===== src/hdl/msg_pkg.sv =====
`default_nettype none

package msg_pkg;

	// Message field widths
	localparam int unsigned asz = 4;
	localparam int unsigned dsz = 8;
	localparam int unsigned rsz = 4;

	// Destinations visited by the source, in order, wrapping
	localparam logic [asz-1:0] min_addr = 4'd1;
	localparam logic [asz-1:0] max_addr = 4'd6;

	// Map boundary between the two sinks
	localparam logic [asz-1:0] ref_val = 4'd3;

	// Source address carried by every message
	localparam logic [asz-1:0] dbg_src = 4'hA;

	// Message limit and delivery counters
	localparam int unsigned cnt_w = 8;

	// Address map: destinations above ref_val go to sink 1
	function automatic logic is_upper(input logic [asz-1:0] dst);
		return dst > ref_val;
	endfunction

endpackage

`default_nettype wire

===== src/hdl/msg_sink.sv =====
`timescale 1ns/10ps
`default_nettype none

module msg_sink (
	input wire snk0_clk,
	input wire rst_n,
	input wire clear,
	input wire i_req,
	output logic i_ack,
	input wire [msg_pkg::asz-1:0] i_src,
	input wire [msg_pkg::asz-1:0] i_dst,
	input wire [msg_pkg::dsz-1:0] i_dat,
	input wire [msg_pkg::rsz-1:0] i_red,
	output logic err,
	output logic deliver,
	output logic [3:0] disp
);

	logic has_msg;
	logic has_red;
	logic done_cks;
	logic take;
	logic recompute;
	logic msg_bad;
	logic seq_bad;
	logic [msg_pkg::dsz-1:0] back_dat;
	logic [msg_pkg::asz-1:0] cap_src;
	logic [msg_pkg::asz-1:0] cap_dst;
	logic [msg_pkg::dsz-1:0] cap_dat;
	logic [msg_pkg::rsz-1:0] cap_red;
	logic [msg_pkg::rsz-1:0] red_r;
	logic [msg_pkg::rsz-1:0] calc_red;

	redun_calc u_redun_calc (
		.src(cap_src),
		.dst(cap_dst),
		.dat(cap_dat),
		.red(calc_red)
	);

	assign take = i_req && !i_ack && !has_msg;
	assign recompute = i_req && !i_ack && has_msg && !has_red;

	// Wrong source or wrong redundancy
	assign msg_bad = (cap_src != msg_pkg::dbg_src) || (cap_red != red_r);
	// Data must follow the previous one unless the previous was 15 or above
	assign seq_bad = (back_dat <= 8'd14) && ((back_dat + 1'b1) != cap_dat);

	always_ff @(posedge snk0_clk) begin
		if (take) begin
			cap_src <= i_src;
			cap_dst <= i_dst;
			cap_dat <= i_dat;
			cap_red <= i_red;
		end
		if (recompute)
			red_r <= calc_red;
	end

	always_ff @(posedge snk0_clk or negedge rst_n) begin
		if (!rst_n) begin
			has_msg <= 1'b0;
			has_red <= 1'b0;
			done_cks <= 1'b0;
			i_ack <= 1'b0;
			err <= 1'b0;
			deliver <= 1'b0;
			disp <= '0;
			back_dat <= 8'd15;
		end else begin
			deliver <= 1'b0;
			if (clear)
				err <= 1'b0;
			if (i_req && !i_ack) begin
				if (!has_msg) begin
					has_msg <= 1'b1;
				end else if (!has_red) begin
					has_red <= 1'b1;
				end else if (!done_cks) begin
					done_cks <= 1'b1;
					if (msg_bad) begin
						err <= 1'b1;
						// Corrupt data cannot anchor the sequence, resync on the next one
						back_dat <= 8'd15;
					end else begin
						if (seq_bad)
							err <= 1'b1;
						back_dat <= cap_dat;
					end
				end else begin
					has_msg <= 1'b0;
					has_red <= 1'b0;
					done_cks <= 1'b0;
					i_ack <= 1'b1;
					deliver <= 1'b1;
					disp <= cap_dat[3:0];
				end
			end else if (!i_req && i_ack) begin
				i_ack <= 1'b0;
			end
		end
	end

	a_ack_after_req: assert property (@(posedge snk0_clk) disable iff (!rst_n)
		$rose(i_ack) |-> i_req);

endmodule

`default_nettype wire


===== src/hdl/redun_calc.sv =====
`timescale 1ns/10ps
`default_nettype none

module redun_calc (
	input wire [msg_pkg::asz-1:0] src,
	input wire [msg_pkg::asz-1:0] dst,
	input wire [msg_pkg::dsz-1:0] dat,
	output logic [msg_pkg::rsz-1:0] red
);

	// Fold both address fields and both data nibbles into one nibble
	always_comb begin
		red = src ^ dst;
		red = red ^ dat[msg_pkg::rsz-1:0];
		red = red ^ dat[msg_pkg::dsz-1:msg_pkg::rsz];
	end

endmodule

`default_nettype wire


===== config.mk =====
export PLATFORM = sky130hd
export DESIGN_NAME = msg_sink
export DESIGN_NICKNAME = d
export VERILOG_FILES = /design/src/hdl/msg_pkg.sv /design/src/hdl/msg_sink.sv /design/src/hdl/redun_calc.sv
export SDC_FILE = /design/constraint.sdc
export NUM_CORES = 1
export LEC_CHECK = 0
export BUFFER_PORTS_ARGS = -buffer_cell sky130_fd_sc_hd__buf_2
export CELL_PAD_IN_SITES_DETAIL_PLACEMENT = 0
export CELL_PAD_IN_SITES_GLOBAL_PLACEMENT = 1
export CORE_UTILIZATION = 30
export CTS_BUF_LIST = sky130_fd_sc_hd__clkbuf_16
export DETAILED_ROUTE_END_ITERATION = 10
export PLACE_DENSITY_LB_ADDON = 0.1
export SYNTH_ARGS = -nofsm -noshare
export SYNTH_HDL_FRONTEND = slang
export SYNTH_SLANG_ARGS = --single-unit

===== constraint.sdc =====
create_clock -name snk0_clk -period 2.52 [get_ports snk0_clk]
set_clock_uncertainty 0.15 [all_clocks]
set_input_delay 0 -clock snk0_clk [delete_from_list [all_inputs] [get_ports snk0_clk]]
set_output_delay 0 -clock snk0_clk [all_outputs]
set_load 0.03 [all_outputs]

==> impl_metrics.json <==
{
  "power.total_uw": 2550,
  "grt_max_degree": 21,
  "die_area_um2": 6550,
  "core_um2": 5960,
  "met3_length_um": 142,
  "die_x_um": 80.9,
  "row_count": 28,
  "clkLatencyLatePin_ns": 0.28,
  "syn-cell-area_um2": 1870,
  "met2WireLength_um": 1760,
  "cts_tree": "yes",
  "yosys_warnings": 0,
  "drc": 0,
  "leakage_uw": 0.00101,
  "cts_sinks": 42,
  "grt_overflow": 0,
  "gp_congestion": 0.750,
  "synth_seq_area_share": 0.629,
  "fmax_mhz": 567,
  "dp.final_hpwl_um": 2720,
  "min_period_ns": 1.76,
  "avgSynthCellArea_um2": 12.6,
  "slew_headroom": 0.686,
  "ant_nets": 0,
  "worst_slew_pin_slew_ns": 0.471,
  "cts_hold_buf": 23,
  "grt_pass1_vias": 1248,
  "syn_nets": 174,
  "crit_fanout": 6,
  "required_ns": 2.52,
  "drv_cap": 0,
  "top_layer": "met4",
  "io_pins": 31,
  "drive_gt1_frac": 0.236,
  "worstSetupPathType": "flip-flop to flip-flop",
  "grtUsageTotal": 0.132,
  "root_buffer": "clkbuf_16",
  "dpl_cell_area_um2": 2100,
  "totalWireLength_um": 3870,
  "initial_utilization": 0.314,
  "hp-class": "input port to async pin",
  "peakVddDrop_uv": 583,
  "outcome": "completed",
  "cts_resized": 0,
  "crit_arrival_ns": 1.77,
  "cts_made_buffers": 5,
  "drt_iter0_drc": 72,
  "finalCritPeriodShare": 0.699,
  "drtPass1Iterations": 4,
  "rsz0062_at_grt": "false",
  "ys.flop_type": "edfxtp_1",
  "grt_first_pass_wirelength_um": 6310,
  "ys_ff_latch": 42,
  "synth_cells": 148,
  "stdcell_area_um2": 2500,
  "htreeDepth": 2,
  "wl_met1_um": 1940,
  "antenna_found_initial": 0,
  "maxSlewViolCount": 0,
  "finalNetCount": 233,
  "finalHoldViolations": 0,
  "die_y_um": 80.9,
  "powerDensity_nw_per_um2": 1020,
  "setup_tns_ns": 0,
  "synth_cell_types": 31,
  "synth_edf_count": 24,
  "routedWlPerCell_um": 13.7,
  "postCtsSetupBuffers": 0,
  "finalSetupViolCount": 0,
  "clock_path_buffers": 2,
  "syn2layout_area_growth_pct": 33.9,
  "synth_async_sr_flop_share": 0.429,
  "port_buffers": 30,
  "n_antenna_cell": 0,
  "clk_pin_slew_ns": 0.06,
  "via_count": 1274,
  "worst_setup_path_end_kind": "flip-flop",
  "vias_per_cell": 4.50,
  "worstSetupStartpointType": "flip-flop"
}
-- registers in the layout, summed over array words and instances, names as in the netlist --
register  flops
cap_dst       4
disp          4
cap_dat       8
done_cks      1
cap_src       4
back_dat      8
err           1
has_red       1
deliver       1
has_msg       1
i_ack         1
red_r         4
cap_red       4
-- power breakdown --
part	switching, uW	total, uW	internal, uW
logic	419	728	309
registers	153	1100	950
clock network	249	718	468
-- per-stage QoR --
| stage | hold WS (ns) | setup slack (ns) | util | instances |
|---|---|---|---|---|
| 2_1_floorplan | -0.446 | 0.880 | - | 148 |
| 3_3_place_gp | -0.182 | 0.742 | 0.353 | 252 |
| 3_5_place_dp | -0.175 | 0.759 | 0.353 | 252 |
| 4_1_cts | 0.0647 | 0.753 | 0.420 | 283 |
| 5_1_grt | 0.0775 | 0.570 | 0.420 | 283 |
| 6_report | 0.0445 | 0.758 | 0.420 | 283 |
-- per-layer routing --
metal	GRT usage	vias up
li1	-	641
met1	0.189	601
met2	0.195	30
met3	0.0337	2
met4	0.0375	0
met5	0	-
-- worst paths after layout --
path	cells after the start	end	slack, ns	from
setup / recovery	6	err	0.76	back_dat[0]
hold / removal	2	done_cks	0.04	rst_n
setup reg to reg	6	err	0.76	back_dat[0]
hold reg to reg	2	back_dat[2]	0.35	back_dat[2]
max in group asynchronous	2	back_dat[0]	1.85	rst_n
min in group snk0_clk	2	cap_src[2]	0.27	i_src[2]
-- cell usage after synthesis, drive strengths merged (2+ instances only) --
master | n | share of area
nand4 | 5 | 0.017
nand4b | 3 | 0.014
inv | 3 | 0.0060
a21oi | 2 | 0.0054
xor2 | 11 | 0.052
ha | 2 | 0.013
and2b | 3 | 0.013
xnor2 | 13 | 0.061
edfxtp | 24 | 0.39
nand2 | 18 | 0.036
nand3 | 3 | 0.0080
dfrtp | 14 | 0.19
nor4bb | 2 | 0.011
mux2 | 4 | 0.024
nor2 | 8 | 0.016
dfstp | 4 | 0.056
and2 | 3 | 0.010
o21ai | 14 | 0.037
buf | 2 | 0.0087
nor3 | 2 | 0.0080
-- area by class of cell --
| class | instances | area, um2 |
|---|---|---|
| inverter | 3 | 11.3 |
| timing repair buffer | 54 | 388 |
| multi-input combinational | 101 | 666 |
| tap | 75 | 93.8 |
| clock buffer | 5 | 125 |
| sequential | 42 | 1180 |
| fill | 574 | 3450 |
| clock inverter | 3 | 43.8 |
-- layout by cell type (no fill, tap or decap) --
cell            n
nor3_1          1
xor2_1         11
a31oi_1         1
and2b_1         2
inv_6           1
clkbuf_16       5
bufinv_16       1
o21ai_0        14
edfxtp_1       24
xnor2_1        13
nand4b_1        3
nor4_1          1
o21bai_1        1
a32oi_1         1
and2_1          3
nor2b_1         1
buf_2          30
mux2_2          4
nor3_2          1
nor3b_1         1
and2b_2         1
dlygate4sd3_1  23
clkinv_2        1
nor2_1          8
ha_1            2
inv_1           3
a21oi_1         2
or2_1           1
nand4_1         5
a211o_1         1
dfrtp_1        14
buf_4           1
nor4bb_1        2
nand3_1         3
dfstp_2         4
nand2_1        18
-- worst max-delay path: stages, from the launching register on --
cell,delay [ns]
dfstp_2,0.59
inv_1,0.07
ha_1,0.30
xor2_1,0.14
nand4_1,0.13
o21ai_0,0.18
nand3_1,0.08
-- cell families after synthesis --
group | Yosys count | share of synthesized area
AOI/OAI and AO/OA | 20 | 0.0596
xor gates and xnor gates | 24 | 0.112
adders and majority gates | 2 | 0.0134
buffers and inverters | 5 | 0.0147
DFF | 42 | 0.629
muxes | 4 | 0.0241
and+or+nand+nor | 51 | 0.147
Note: power is estimated with default switching activity, not from simulation.
